--- src/tinyriscv_pkg.sv ---
package tinyriscv_pkg;

    typedef logic [31:0] inst_t;      // raw instruction word
    typedef logic [31:0] addr_t;      // byte address, fetch and data
    typedef logic [31:0] reg_t;       // general register value
    typedef logic [4:0]  reg_addr_t;  // x0..x31
    typedef logic [6:0]  opcode_t;

    localparam addr_t RESET_PC = 32'h0000_0000;
    localparam inst_t NOP_INST = 32'h0000_0013;  // addi x0, x0, 0

    localparam opcode_t OPC_LUI    = 7'b0110111;
    localparam opcode_t OPC_OPIMM  = 7'b0010011;
    localparam opcode_t OPC_OP     = 7'b0110011;
    localparam opcode_t OPC_LOAD   = 7'b0000011;
    localparam opcode_t OPC_STORE  = 7'b0100011;
    localparam opcode_t OPC_BRANCH = 7'b1100011;
    localparam opcode_t OPC_JAL    = 7'b1101111;

    typedef enum logic [2:0] {
        ADD,
        SUB,
        AND,
        OR,
        XOR,
        SLT,
        PASS_B  // lui, operand b straight through
    } alu_op_e;

    // pipeline hold level, PIPE also freezes if_id
    typedef enum logic [1:0] {
        NONE,
        PC,
        PIPE
    } hold_e;

    typedef struct packed {
        inst_t inst;
        addr_t inst_addr;
        logic  valid;  // low for a bubble
    } fetch_s;

    typedef struct packed {
        addr_t     inst_addr;
        reg_t      op_a;
        reg_t      op_b;
        reg_t      store_data;
        addr_t     branch_tgt;
        reg_addr_t rd;
        logic      reg_we;
        alu_op_e   alu_op;
        logic      is_load;
        logic      is_store;
        logic      is_branch;
        logic      branch_ne;  // bne when set, beq otherwise
        logic      is_jal;
    } exec_s;

endpackage
--- src/tinyriscv.sv ---
module tinyriscv
    import tinyriscv_pkg::*;
(
    input  logic       clk_i,
    input  logic       arst_n_i,

    output addr_t      rib_pc_addr_o,   // fetch address
    input  inst_t      rib_pc_data_i,   // instruction, same cycle

    output logic       wb_cyc_o,
    output logic       wb_stb_o,
    output logic       wb_we_o,
    output addr_t      wb_adr_o,
    output reg_t       wb_dat_o,
    output logic [3:0] wb_sel_o,
    input  reg_t       wb_dat_i,
    input  logic       wb_ack_i,

    input  reg_addr_t  dbg_reg_addr_i,
    input  reg_t       dbg_reg_data_i,
    input  logic       dbg_reg_we_i,
    output reg_t       dbg_reg_data_o,
    input  logic       dbg_halt_i,
    input  logic       dbg_reset_pc_i
);

    hold_e     ctrl_hold;
    logic      ctrl_flush;
    logic      ctrl_jump;
    addr_t     ctrl_jump_addr;

    fetch_s    if_fetch;

    reg_addr_t id_raddr1;
    reg_addr_t id_raddr2;
    exec_s     id_exec;

    reg_t      regs_rdata1;
    reg_t      regs_rdata2;

    logic      ex_reg_we;
    reg_addr_t ex_reg_waddr;
    reg_t      ex_reg_wdata;
    logic      ex_jump;
    addr_t     ex_jump_addr;
    logic      ex_mem_hold;

    pc_reg u_pc_reg (
        .clk_i         (clk_i),
        .arst_n_i      (arst_n_i),
        .hold_i        (ctrl_hold),
        .jump_i        (ctrl_jump),
        .jump_addr_i   (ctrl_jump_addr),
        .dbg_reset_pc_i(dbg_reset_pc_i),
        .pc_o          (rib_pc_addr_o)
    );

    ctrl u_ctrl (
        .jump_i        (ex_jump),
        .jump_addr_i   (ex_jump_addr),
        .mem_hold_i    (ex_mem_hold),
        .dbg_halt_i    (dbg_halt_i),
        .dbg_reset_pc_i(dbg_reset_pc_i),
        .hold_o        (ctrl_hold),
        .flush_o       (ctrl_flush),
        .jump_o        (ctrl_jump),
        .jump_addr_o   (ctrl_jump_addr)
    );

    regs u_regs (
        .clk_i     (clk_i),
        .arst_n_i  (arst_n_i),
        .we_i      (ex_reg_we),
        .waddr_i   (ex_reg_waddr),
        .wdata_i   (ex_reg_wdata),
        .raddr1_i  (id_raddr1),
        .raddr2_i  (id_raddr2),
        .rdata1_o  (regs_rdata1),
        .rdata2_o  (regs_rdata2),
        .dbg_we_i  (dbg_reg_we_i),
        .dbg_addr_i(dbg_reg_addr_i),
        .dbg_data_i(dbg_reg_data_i),
        .dbg_data_o(dbg_reg_data_o)
    );

    if_id u_if_id (
        .clk_i      (clk_i),
        .arst_n_i   (arst_n_i),
        .inst_i     (rib_pc_data_i),
        .inst_addr_i(rib_pc_addr_o),
        .hold_i     (ctrl_hold),
        .flush_i    (ctrl_flush),
        .fetch_o    (if_fetch)
    );

    id u_id (
        .fetch_i (if_fetch),
        .rdata1_i(regs_rdata1),
        .rdata2_i(regs_rdata2),
        .raddr1_o(id_raddr1),
        .raddr2_o(id_raddr2),
        .exec_o  (id_exec)
    );

    ex u_ex (
        .clk_i      (clk_i),
        .arst_n_i   (arst_n_i),
        .exec_i     (id_exec),
        .halt_i     (dbg_halt_i),
        .wb_dat_i   (wb_dat_i),
        .wb_ack_i   (wb_ack_i),
        .reg_we_o   (ex_reg_we),
        .reg_waddr_o(ex_reg_waddr),
        .reg_wdata_o(ex_reg_wdata),
        .jump_o     (ex_jump),
        .jump_addr_o(ex_jump_addr),
        .mem_hold_o (ex_mem_hold),
        .wb_cyc_o   (wb_cyc_o),
        .wb_stb_o   (wb_stb_o),
        .wb_we_o    (wb_we_o),
        .wb_adr_o   (wb_adr_o),
        .wb_dat_o   (wb_dat_o),
        .wb_sel_o   (wb_sel_o)
    );

endmodule

--- src/ex.sv ---
module ex
    import tinyriscv_pkg::*;
(
    input  logic       clk_i,
    input  logic       arst_n_i,
    input  exec_s      exec_i,
    input  logic       halt_i,
    input  reg_t       wb_dat_i,
    input  logic       wb_ack_i,

    output logic       reg_we_o,
    output reg_addr_t  reg_waddr_o,
    output reg_t       reg_wdata_o,

    output logic       jump_o,
    output addr_t      jump_addr_o,
    output logic       mem_hold_o,

    output logic       wb_cyc_o,
    output logic       wb_stb_o,
    output logic       wb_we_o,
    output addr_t      wb_adr_o,
    output reg_t       wb_dat_o,
    output logic [3:0] wb_sel_o
);

    typedef enum logic {
        IDLE,
        WAIT
    } state_e;

    state_e state_q;
    state_e state_d;
    reg_t   alu_res;
    logic   mem_op;
    logic   bus_req;
    logic   taken;
    logic   ops_eq;

    always_comb begin
        case (exec_i.alu_op)
            ADD:     alu_res = exec_i.op_a + exec_i.op_b;
            SUB:     alu_res = exec_i.op_a - exec_i.op_b;
            AND:     alu_res = exec_i.op_a & exec_i.op_b;
            OR:      alu_res = exec_i.op_a | exec_i.op_b;
            XOR:     alu_res = exec_i.op_a ^ exec_i.op_b;
            SLT:     alu_res = {31'b0, $signed(exec_i.op_a) < $signed(exec_i.op_b)};
            PASS_B:  alu_res = exec_i.op_b;
            default: alu_res = '0;
        endcase
    end

    // branches compare rs1 against rs2
    assign ops_eq      = (exec_i.op_a == exec_i.op_b);
    assign taken       = exec_i.is_jal | (exec_i.is_branch & (ops_eq ^ exec_i.branch_ne));
    assign jump_o      = taken & !halt_i;
    assign jump_addr_o = exec_i.branch_tgt;

    // halt blocks new cycles, an access already on the bus runs to ack
    assign mem_op  = exec_i.is_load | exec_i.is_store;
    assign bus_req = mem_op & ((state_q == WAIT) | !halt_i);

    assign wb_cyc_o = bus_req;
    assign wb_stb_o = bus_req;
    assign wb_we_o  = bus_req & exec_i.is_store;
    assign wb_adr_o = alu_res;            // rs1 + offset
    assign wb_dat_o = exec_i.store_data;
    assign wb_sel_o = 4'b1111;            // word accesses only

    assign mem_hold_o = bus_req & !wb_ack_i;

    // if_id moves on at ack, so IDLE always sees a fresh instruction next
    always_comb begin
        state_d = state_q;
        case (state_q)
            IDLE: if (bus_req && !wb_ack_i) state_d = WAIT;
            WAIT: if (wb_ack_i || !mem_op)  state_d = IDLE;
            default: state_d = IDLE;
        endcase
    end

    always_ff @(posedge clk_i or negedge arst_n_i) begin
        if (!arst_n_i) begin
            state_q <= IDLE;
        end else begin
            state_q <= state_d;
        end
    end

    always_comb begin
        reg_waddr_o = exec_i.rd;
        reg_we_o    = exec_i.reg_we & !halt_i;
        reg_wdata_o = alu_res;
        if (exec_i.is_load) begin
            reg_we_o    = reg_we_o & bus_req & wb_ack_i;  // retire on ack
            reg_wdata_o = wb_dat_i;
        end else if (exec_i.is_jal) begin
            reg_wdata_o = exec_i.inst_addr + 32'd4;       // link address
        end
    end

endmodule

--- src/id.sv ---
module id
    import tinyriscv_pkg::*;
(
    input  fetch_s    fetch_i,
    input  reg_t      rdata1_i,
    input  reg_t      rdata2_i,
    output reg_addr_t raddr1_o,
    output reg_addr_t raddr2_o,
    output exec_s     exec_o
);

    inst_t   inst;
    opcode_t opcode;
    logic [2:0] funct3;
    logic [6:0] funct7;
    reg_t    imm_i;
    reg_t    imm_s;
    reg_t    imm_b;
    reg_t    imm_j;
    reg_t    imm_u;

    assign inst   = fetch_i.inst;
    assign opcode = inst[6:0];
    assign funct3 = inst[14:12];
    assign funct7 = inst[31:25];

    assign imm_i = {{20{inst[31]}}, inst[31:20]};
    assign imm_s = {{20{inst[31]}}, inst[31:25], inst[11:7]};
    assign imm_b = {{20{inst[31]}}, inst[7], inst[30:25], inst[11:8], 1'b0};
    assign imm_j = {{12{inst[31]}}, inst[19:12], inst[20], inst[30:21], 1'b0};
    assign imm_u = {inst[31:12], 12'b0};

    // rs1/rs2 fields are read unconditionally, unused data is ignored
    assign raddr1_o = inst[19:15];
    assign raddr2_o = inst[24:20];

    always_comb begin
        exec_o            = '0;
        exec_o.inst_addr  = fetch_i.inst_addr;
        exec_o.op_a       = rdata1_i;
        exec_o.op_b       = rdata2_i;
        exec_o.store_data = rdata2_i;
        exec_o.rd         = inst[11:7];
        exec_o.alu_op     = ADD;
        exec_o.branch_tgt = fetch_i.inst_addr + ((opcode == OPC_JAL) ? imm_j : imm_b);

        if (fetch_i.valid) begin
            case (opcode)
                OPC_LUI: begin
                    exec_o.op_b   = imm_u;
                    exec_o.alu_op = PASS_B;
                    exec_o.reg_we = 1'b1;
                end
                OPC_OPIMM: begin
                    exec_o.op_b   = imm_i;
                    exec_o.reg_we = 1'b1;
                    case (funct3)
                        3'b000:  exec_o.alu_op = ADD;
                        3'b010:  exec_o.alu_op = SLT;
                        3'b100:  exec_o.alu_op = XOR;
                        3'b110:  exec_o.alu_op = OR;
                        3'b111:  exec_o.alu_op = AND;
                        default: exec_o.reg_we = 1'b0;  // shifts, sltiu: no-op
                    endcase
                end
                OPC_OP: begin
                    exec_o.reg_we = 1'b1;
                    case ({funct7, funct3})
                        10'b0000000_000: exec_o.alu_op = ADD;
                        10'b0100000_000: exec_o.alu_op = SUB;
                        10'b0000000_010: exec_o.alu_op = SLT;
                        10'b0000000_100: exec_o.alu_op = XOR;
                        10'b0000000_110: exec_o.alu_op = OR;
                        10'b0000000_111: exec_o.alu_op = AND;
                        default:         exec_o.reg_we = 1'b0;
                    endcase
                end
                OPC_LOAD: begin
                    if (funct3 == 3'b010) begin  // lw only
                        exec_o.op_b    = imm_i;
                        exec_o.is_load = 1'b1;
                        exec_o.reg_we  = 1'b1;
                    end
                end
                OPC_STORE: begin
                    if (funct3 == 3'b010) begin  // sw only
                        exec_o.op_b     = imm_s;
                        exec_o.is_store = 1'b1;
                    end
                end
                OPC_BRANCH: begin
                    if (funct3 == 3'b000 || funct3 == 3'b001) begin
                        exec_o.is_branch = 1'b1;
                        exec_o.branch_ne = funct3[0];
                    end
                end
                OPC_JAL: begin
                    exec_o.is_jal = 1'b1;
                    exec_o.reg_we = 1'b1;
                end
                default: ;  // anything else retires as a no-op
            endcase
        end
    end

endmodule

--- src/if_id.sv ---
module if_id
    import tinyriscv_pkg::*;
(
    input  logic   clk_i,
    input  logic   arst_n_i,
    input  inst_t  inst_i,
    input  addr_t  inst_addr_i,
    input  hold_e  hold_i,
    input  logic   flush_i,
    output fetch_s fetch_o
);

    always_ff @(posedge clk_i or negedge arst_n_i) begin
        if (!arst_n_i) begin
            fetch_o <= '{inst: NOP_INST, inst_addr: RESET_PC, valid: 1'b0};
        end else if (flush_i) begin
            // redirect, drop the wrong-path word
            fetch_o <= '{inst: NOP_INST, inst_addr: RESET_PC, valid: 1'b0};
        end else if (hold_i == PIPE) begin
            fetch_o <= fetch_o;
        end else begin
            fetch_o.inst      <= inst_i;
            fetch_o.inst_addr <= inst_addr_i;
            fetch_o.valid     <= 1'b1;
        end
    end

endmodule

--- src/regs.sv ---
module regs
    import tinyriscv_pkg::*;
(
    input  logic      clk_i,
    input  logic      arst_n_i,
    input  logic      we_i,
    input  reg_addr_t waddr_i,
    input  reg_t      wdata_i,
    input  reg_addr_t raddr1_i,
    input  reg_addr_t raddr2_i,
    output reg_t      rdata1_o,
    output reg_t      rdata2_o,
    input  logic      dbg_we_i,
    input  reg_addr_t dbg_addr_i,
    input  reg_t      dbg_data_i,
    output reg_t      dbg_data_o
);

    reg_t regs_q [1:31];  // x0 is not stored
    logic core_wr;
    logic dbg_wr;

    assign core_wr = we_i && (waddr_i != '0);
    // core write wins when both hit the same register
    assign dbg_wr  = dbg_we_i && (dbg_addr_i != '0) && !(core_wr && (waddr_i == dbg_addr_i));

    always_ff @(posedge clk_i or negedge arst_n_i) begin
        if (!arst_n_i) begin
            for (int i = 1; i < 32; i++) begin
                regs_q[i] <= '0;
            end
        end else begin
            if (dbg_wr) begin
                regs_q[dbg_addr_i] <= dbg_data_i;
            end
            if (core_wr) begin
                regs_q[waddr_i] <= wdata_i;
            end
        end
    end

    // the writer is the instruction being decoded, so it reads the old value
    assign rdata1_o = (raddr1_i == '0) ? '0 : regs_q[raddr1_i];
    assign rdata2_o = (raddr2_i == '0) ? '0 : regs_q[raddr2_i];

    assign dbg_data_o = (dbg_addr_i == '0) ? '0 : regs_q[dbg_addr_i];

endmodule

--- src/ctrl.sv ---
module ctrl
    import tinyriscv_pkg::*;
(
    input  logic  jump_i,
    input  addr_t jump_addr_i,
    input  logic  mem_hold_i,
    input  logic  dbg_halt_i,
    input  logic  dbg_reset_pc_i,
    output hold_e hold_o,
    output logic  flush_o,
    output logic  jump_o,
    output addr_t jump_addr_o
);

    // bus wait and debug halt both freeze the whole front end
    always_comb begin
        hold_o = NONE;
        if (mem_hold_i || dbg_halt_i) begin
            hold_o = PIPE;
        end
    end

    // a redirect only needs the fetched instruction thrown away
    assign flush_o     = jump_i | dbg_reset_pc_i;
    assign jump_o      = jump_i;
    assign jump_addr_o = jump_addr_i;

endmodule

--- src/pc_reg.sv ---
module pc_reg
    import tinyriscv_pkg::*;
(
    input  logic  clk_i,
    input  logic  arst_n_i,
    input  hold_e hold_i,
    input  logic  jump_i,
    input  addr_t jump_addr_i,
    input  logic  dbg_reset_pc_i,
    output addr_t pc_o
);

    always_ff @(posedge clk_i or negedge arst_n_i) begin
        if (!arst_n_i) begin
            pc_o <= RESET_PC;
        end else if (dbg_reset_pc_i) begin
            pc_o <= RESET_PC;     // debugger restart
        end else if (jump_i) begin
            pc_o <= jump_addr_i;
        end else if (hold_i inside {PC, PIPE}) begin
            pc_o <= pc_o;         // stalled
        end else begin
            pc_o <= pc_o + 32'd4;
        end
    end

endmodule

--- config.mk ---
export PLATFORM = sky130hd
export DESIGN_NAME = tinyriscv
export DESIGN_NICKNAME = d
export VERILOG_FILES = /design/src/tinyriscv_pkg.sv /design/src/tinyriscv.sv /design/src/ex.sv /design/src/id.sv /design/src/if_id.sv /design/src/regs.sv /design/src/ctrl.sv /design/src/pc_reg.sv
export SDC_FILE = /design/constraint.sdc
export NUM_CORES = 2
export LEC_CHECK = 0
export BUFFER_PORTS_ARGS = -buffer_cell sky130_fd_sc_hd__buf_2
export CAP_MARGIN = 20
export CELL_PAD_IN_SITES_DETAIL_PLACEMENT = 0
export CELL_PAD_IN_SITES_GLOBAL_PLACEMENT = 1
export CORE_MARGIN = 2
export CORE_UTILIZATION = 50
export DETAILED_ROUTE_END_ITERATION = 6
export PLACE_DENSITY_LB_ADDON = 0.15
export SLEW_MARGIN = 20
export SYNTH_ARGS = -nofsm -noshare
export SYNTH_HDL_FRONTEND = slang
export SYNTH_SLANG_ARGS = --single-unit
--- constraint.sdc ---
create_clock -name clk_i -period 14.62 [get_ports clk_i]
set_input_delay 1.462 -clock clk_i [delete_from_list [all_inputs] [get_ports clk_i]]
set_output_delay 1.462 -clock clk_i [all_outputs]
set_load 0.05 [all_outputs]
# Word-level counts from Yosys, hierarchy flattened
# Cells that the tools add are included.
word_totals:
  word_cells: 175
  out_inout_bits: 135
  input_bits: 107
  regBits: 1090
classes:
  bitwise: 21
  reduce_logical: 26
  n_eq_ne: 29
  magnitude_cmp: 7
  addsub: 5
  mux: 51
op_table:
  columns: ["operator", "n"]
  rows:
  - ["$bwmux W992", 2]
  - ["$mux W992", 2]
  - ["$mux W32", 19]
  - ["$bmux W32 S5", 3]
  - ["$demux W32 S5", 2]
  - ["$pmux W32 S7", 1]
  - ["$mux W65", 2]
  - ["$pmux W32 S4", 1]
  - ["$add A32 B3 Y32 const B", 2]
  - ["$add A32 B32 Y32", 2]
  - ["$and A32 B32 Y32", 1]
  - ["$eq A32 B32 Y1", 1]
  - ["$lt A32 B32 Y1", 1]
  - ["$or A32 B32 Y32", 1]
  - ["$sub A32 B32 Y32", 1]
  - ["$xor A32 B32 Y32", 1]
  - ["$eq A10 B3 Y1 const B", 3]
  - ["$ge A6 B6 Y1 const B", 4]
  - ["$not A5 Y6", 4]
  - ["$eq A7 B6 Y1 const B", 3]
  - ["$mux W20", 1]
  - ["$eq A3 B3 Y1 const B", 6]
  - ["$logic_not A5 Y1", 3]
  - ["$pmux W3 S5", 1]
  - ["other kinds (34)", 72]

# Logic depth before layout (Yosys ltp)
logic_depth:
  ltp_word: 17
  mapped_depth: 28
  depth_no_buf: 20

# Hierarchy
# From an unflattened synthesis, not the netlist that was laid out.
hier_totals:
  hier_cells: 9826
  area_unflattened_um2: 86342.8
modules_own_cells:
  columns: ["mod", "seq_area_each_um2", "n_inst", "cells_each", "area_each_um2"]
  rows:
  - ["regs", 24823.8, 1, 7629, 69556.7]
  - ["ex", 25.0, 1, 1182, 7815.0]
  - ["id", 0.0, 1, 469, 3503.4]
  - ["if_id", 1630.3, 1, 293, 3251.9]
  - ["pc_reg", 800.8, 1, 216, 1944.4]
  - ["ctrl", 0.0, 1, 37, 271.5]

# Worst setup path before layout
# Ideal clock, no wire load.
synth_timing:
  kind: "register to output"
  start: "register, netlist name u_if_id.fetch_o[53]"
  end: "output wb_adr_o[23]"
  n_path_buf: 8
  t_arrival_ns: 6.146
  path_slack_ns: 7.012
  path_stages_with_launch: 21
  required_time_ns: 13.158
  path_cell_list: "dfrtp_1 -> buf_6 -> buf_6 -> buf_4 -> buf_2 -> buf_4 -> buf_2 -> buf_2 -> mux4_2 -> mux4_2 -> mux2i_1 -> o21ai_0 -> ha_1 -> buf_2 -> inv_1 -> a21o_1 -> or4b_2 -> o21ai_2 -> o31ai_1 -> o221a_2 -> o21ai_0"
synth_via:
  elab_chain_cells: 10
  word_cells_on_any_way: 16
  classes_between: "2 x add/sub; 9 x mux; 4 x bitwise; 1 x reduce/logical"
synth_rtl:
  columns: ["element", "line", "text"]
  rows:
  - ["$not A5 Y6 (not written as such)", "regs.sv:44", "assign rdata2_o = (raddr2_i == '0) ? '0 : regs_q[raddr2_i];"]
  - ["$bmux W32 S5", "regs.sv:44", null]
  - ["$mux W32 (not written as such) (2 in series)", "regs.sv:44", null]
  - ["$mux W32", "regs.sv:44", null]
  - ["$mux W32 (on tied branches)", "id.sv:86, id.sv:79", null]
  - ["$pmux W32 S4", "id.sv:48", "case (opcode)"]
  - ["$mux W32 (*)", "id.sv:47", "if (fetch_i.valid) begin"]
  - ["$sub A32 B32 Y32 (tied with other cells)", "ex.sv:43", "SUB: alu_res = exec_i.op_a - exec_i.op_b;"]
  - ["$pmux W32 S7 (*)", "ex.sv:41", "case (exec_i.alu_op)"]
  - ["end: declaration", "tinyriscv.sv:13", "output addr_t wb_adr_o,"]
# Every way passes the cells marked *; elsewhere a longest branch is shown, timed or not. The select of a mux whose other input is x is not followed.

# Worst setup path in the final report
layout_timing:
  start: "register, netlist name u_if_id.fetch_o[54]"
  end: "output wb_adr_o[17]"
layout_via:
  elab_chain_cells: 10
  word_cells_on_any_way: 16
  classes_between: "2 x add/sub; 9 x mux; 4 x bitwise; 1 x reduce/logical"
layout_rtl:
  columns: ["element", "line"]
  rows:
  - ["$not A5 Y6 (not written as such)", "regs.sv:44"]
  - ["$bmux W32 S5", "regs.sv:44"]
  - ["$mux W32 (not written as such) (2 in series)", "regs.sv:44"]
  - ["$mux W32", "regs.sv:44"]
  - ["$mux W32 (on tied branches)", "id.sv:86, id.sv:79"]
  - ["$pmux W32 S4", "id.sv:48"]
  - ["$mux W32 (*)", "id.sv:47"]
  - ["$sub A32 B32 Y32 (tied with other cells)", "ex.sv:43"]
  - ["$pmux W32 S7 (*)", "ex.sv:41"]
# Marked as above.

==> out/metrics.json <==
{
  "status": {"value": "finished with violations"},
  "failed_checks": {"value": "design-rule violations"},
  "fin_tns_setup": {"value": 0, "unit": "ns"},
  "ir_drop": {"value": 0.000143, "unit": "V"},
  "detail_route.vias_per_cell": {"value": 7.51},
  "wire_length_of_the_first_global_routing_pass": {"value": 585, "unit": "mm"},
  "timing_worst_setup_path_type": {"value": "reg2out"},
  "globalRouteMet3Util": {"value": 19.6, "unit": "%"},
  "floorplan.die.width": {"value": 419, "unit": "um"},
  "synth_top_cells_by_area": {"value": "dfrtp_1 32%, mux4_2 20%, mux2_2 6.3%"},
  "postSynthCellCount": {"value": 8581},
  "synth-simple-area-share": {"value": 12.0, "unit": "%"},
  "pre_cts_ws": {"value": 5.56, "unit": "ns"},
  "worstMarginPinSlew": {"value": 1.32, "unit": "ns"},
  "drc_errors": {"value": 2},
  "initial_antenna_violation_count": {"value": 37},
  "placedInstanceArea": {"value": 88500, "unit": "um^2"},
  "cp-end-kind": {"value": "primary output"},
  "totalWireLength": {"value": 418, "unit": "mm"},
  "tritoncts.num_buffers": {"value": 135},
  "ffs_latches_synth": {"value": 1090},
  "detail_route.first_pass.iterations": {"value": 7},
  "synth_compound_gate_area_share": {"value": 18.3, "unit": "%"},
  "synth_adder_area_share": {"value": 1.96, "unit": "%"},
  "globalplace.congestion": {"value": 1.03},
  "nNetsFinal": {"value": 8432},
  "fraction_of_layout_cells_with_a_size_suffix_above_1": {"value": 25.9, "unit": "%"},
  "unrepaired_setup_endpoints_after_global_routing": {"value": "no"},
  "postSynth.asyncResetShare": {"value": 100, "unit": "%"},
  "post_synth_instance_area": {"value": 86100, "unit": "um^2"},
  "cts-resized-gates": {"value": 0},
  "ctsLongestPathBuffers": {"value": 3},
  "grt_busiest_layer": {"value": "met2"},
  "detailed_place_hpwl": {"value": 261, "unit": "mm"},
  "worst_setup_path_start_kind": {"value": "flip-flop"},
  "clk_latency": {"value": 0.84, "unit": "ns"},
  "pwr_density_cell": {"value": 138, "unit": "nW/um^2"},
  "finalInstanceArea": {"value": 93300, "unit": "um^2"},
  "synth_top_family_by_area": {"value": "multiplexers"},
  "grtUsageMet1": {"value": 59.7, "unit": "%"},
  "placeable_core_region": {"value": 171000, "unit": "um^2"},
  "pin_count": {"value": 242},
  "final_min_period_over_clock_period": {"value": 71.5, "unit": "%"},
  "synth.yosys.seq_area_share": {"value": 31.7, "unit": "%"},
  "crit_fanout": {"value": 41},
  "fill_cells": {"value": 15100},
  "yosys.cell_types.count": {"value": 100},
  "cts_setup_buffers": {"value": 0},
  "finalSetupViolations": {"value": 0},
  "initial_utilization": {"value": 50.2, "unit": "%"},
  "drv_cap": {"value": 0},
  "synthesis.area_per_instance": {"value": 10.0, "unit": "um^2"},
  "p_leak": {"value": 37.5, "unit": "nW"},
  "gr-total-overflow": {"value": 0},
  "final_critical_path_setup_slack": {"value": 4.16, "unit": "ns"},
  "fmax": {"value": 95.6, "unit": "MHz"},
  "synth.yosys.warnings": {"value": 0},
  "vias": {"value": 79900},
  "std_cell_rows": {"value": 152},
  "critPathRequiredTime": {"value": 13.16, "unit": "ns"},
  "postRouteAntennaNets": {"value": 0},
  "cts_sinks": {"value": 1090},
  "timing_hold_violations_final": {"value": 0},
  "cts_tree": {"value": "done"},
  "synth-edff-count": {"value": 0},
  "synth_top_area_share": {"value": 31.6, "unit": "%"},
  "use_met2": {"value": 65.6, "unit": "%"},
  "die_height": {"value": 419, "unit": "um"},
  "worstHoldPathCells": {"value": 1},
  "reg2regPathDepth": {"value": 16},
  "synth_xor_area_share": {"value": 0.885, "unit": "%"},
  "dominantRegCellSynth": {"value": "dfrtp_1"},
  "layout_min_cycle_time": {"value": 10.46, "unit": "ns"},
  "hold_wc_path_type": {"value": "reg2reg"},
  "detail_route.iter0.violations": {"value": 12400},
  "netlist.top_cell.by_area": {"value": "dfrtp_1"},
  "grt_max_degree": {"value": 147},
  "vias_in_the_first_global_route": {"value": 75200},
  "io_buffers": {"value": 237},
  "fp.dieArea": {"value": 175000, "unit": "um^2"},
  "final-max-slew-violation-count": {"value": 0},
  "syn_to_final_growth": {"value": 8.48, "unit": "%"},
  "slew_headroom": {"value": 12.1, "unit": "%"},
  "clock_skew": {"value": 0.0418, "unit": "ns"},
  "crit_arrival": {"value": 9.00, "unit": "ns"},
  "fin_util": {"value": 54.5, "unit": "%"},
  "clk_pin_slew": {"value": 0.06, "unit": "ns"},
  "yosys-mux-area-fraction": {"value": 29.6, "unit": "%"},
  "root_buffer": {"value": "clkbuf_16"},
  "hold_buffers": {"value": 0},
  "htree_levels": {"value": 4},
  "grt.total_usage": {"value": 47.2, "unit": "%"},
  "route.detailed.wl_per_inst": {"value": 39.3, "unit": "um"}
}
-- kinds of logic after synthesis --
logic type / count (synthesis)
mux: 1508
buf+inv: 1153
compound gates: 2528
flops: 1090
xor+xnor: 87
simple gates: 2081
fa+ha+maj: 133
other cells: 1
-- worst paths after layout --
path	end	slack [ns]	from
min in group asynchronous	u_regs.regs_q[131]	0.71	arst_n_i
setup / recovery	wb_adr_o[17]	4.16	u_if_id.fetch_o[54]
max in group asynchronous	u_regs.regs_q[617]	10.90	arst_n_i
hold reg to reg	u_if_id.fetch_o[1]	0.54	u_pc_reg.pc_o[0]
hold / removal	u_if_id.fetch_o[1]	0.54	u_pc_reg.pc_o[0]
setup reg to reg	u_if_id.fetch_o[54]	5.30	u_if_id.fetch_o[54]
-- cell usage in the layout (no fill, tap or decap), drive strengths merged, types with 31 or more instances in the layout --
master / synthesis / layout
ha: 130 / 130
a22o: 52 / 52
nand2b: 32 / 32
mux2i: 246 / 246
a21o: 44 / 44
nand2: 511 / 511
inv: 149 / 155
nor2b: 462 / 462
nand4: 75 / 75
dfrtp: 1087 / 1087
xnor2: 50 / 50
a22oi: 144 / 144
clkbuf: 664 / 202
a211oi: 474 / 474
a31oi: 95 / 95
and3: 68 / 68
a21oi: 971 / 971
buf: 339 / 474
xor2: 37 / 37
or3: 53 / 53
diode: 0 / 33
o211ai: 31 / 31
nor3: 75 / 75
mux2: 484 / 484
nand3: 126 / 126
nor2: 565 / 565
mux4: 778 / 778
o21ai: 433 / 433
o31ai: 73 / 73
-- worst max-delay path: stages, from the launching register on --
cell and delay (ns):
dfrtp_4 0.43, buf_4 0.63, buf_4 0.67, buf_4 0.51
mux4_2 0.37, mux4_2 0.49, mux2i_1 0.85, inv_1 0.15
o21ai_0 0.23, a22oi_1 0.13, ha_1 0.46, and3_1 0.22
o2bb2ai_1 0.18, o21ai_0 0.60, a31oi_1 0.39, a21oi_1 0.28
mux2i_1 0.23, o221ai_1 0.14, nor2_2 0.19, buf_4 0.44
inv_1 0.19, buf_2 0.25
-- through the flow --
step	instances	hold WS (ns)	power [mW]
after floorplan	8584	0.497	7.50
after global placement	10400	0.522	8.97
after detailed placement	10400	0.528	9.07
after CTS	10600	0.535	12.6
after global routing	10600	0.561	13.3
final	10600	0.536	12.9
-- cell usage after synthesis (all sizes together) (246+ instances only) --
cell,number
dfrtp,1087
a21oi,971
mux4,778
clkbuf,664
nor2,565
nand2,511
mux2,484
a211oi,474
nor2b,462
o21ai,433
buf,339
mux2i,246
-- metal layers --
metal	wire, um	part of all wire, %
met5	173	0.041
met4	32600	7.8
met3	62800	15
met2	174000	42
met1	149000	36
-- flip-flops by register name, summed over array words and instances, names as in the netlist --
register and count:
u_ex.state_q 1, u_pc_reg.pc_o 32, u_regs.regs_q 992, u_if_id.fetch_o 65
-- final cells by class --
| class | count | area, um^2 | area share (%) |
|---|---|---|---|
| antenna | 33 | 82.6 | 0.0885 |
| tap | 2310 | 2890 | 3.10 |
| clock buffer | 202 | 4060 | 4.34 |
| multi-input combinational | 6341 | 54700 | 58.6 |
| sequential | 1090 | 27300 | 29.3 |
| timing repair buffer | 474 | 3120 | 3.35 |
| clock inverter | 39 | 596 | 0.638 |
| inverter | 150 | 566 | 0.606 |
-- where the power goes --
| part | internal, mW | switching (mW) |
|---|---|---|
| Sequential | 3.61 | 0.653 |
| Combinational | 2.04 | 2.95 |
| Clock | 2.11 | 1.50 |
Note: power is estimated with default switching activity, not from simulation.
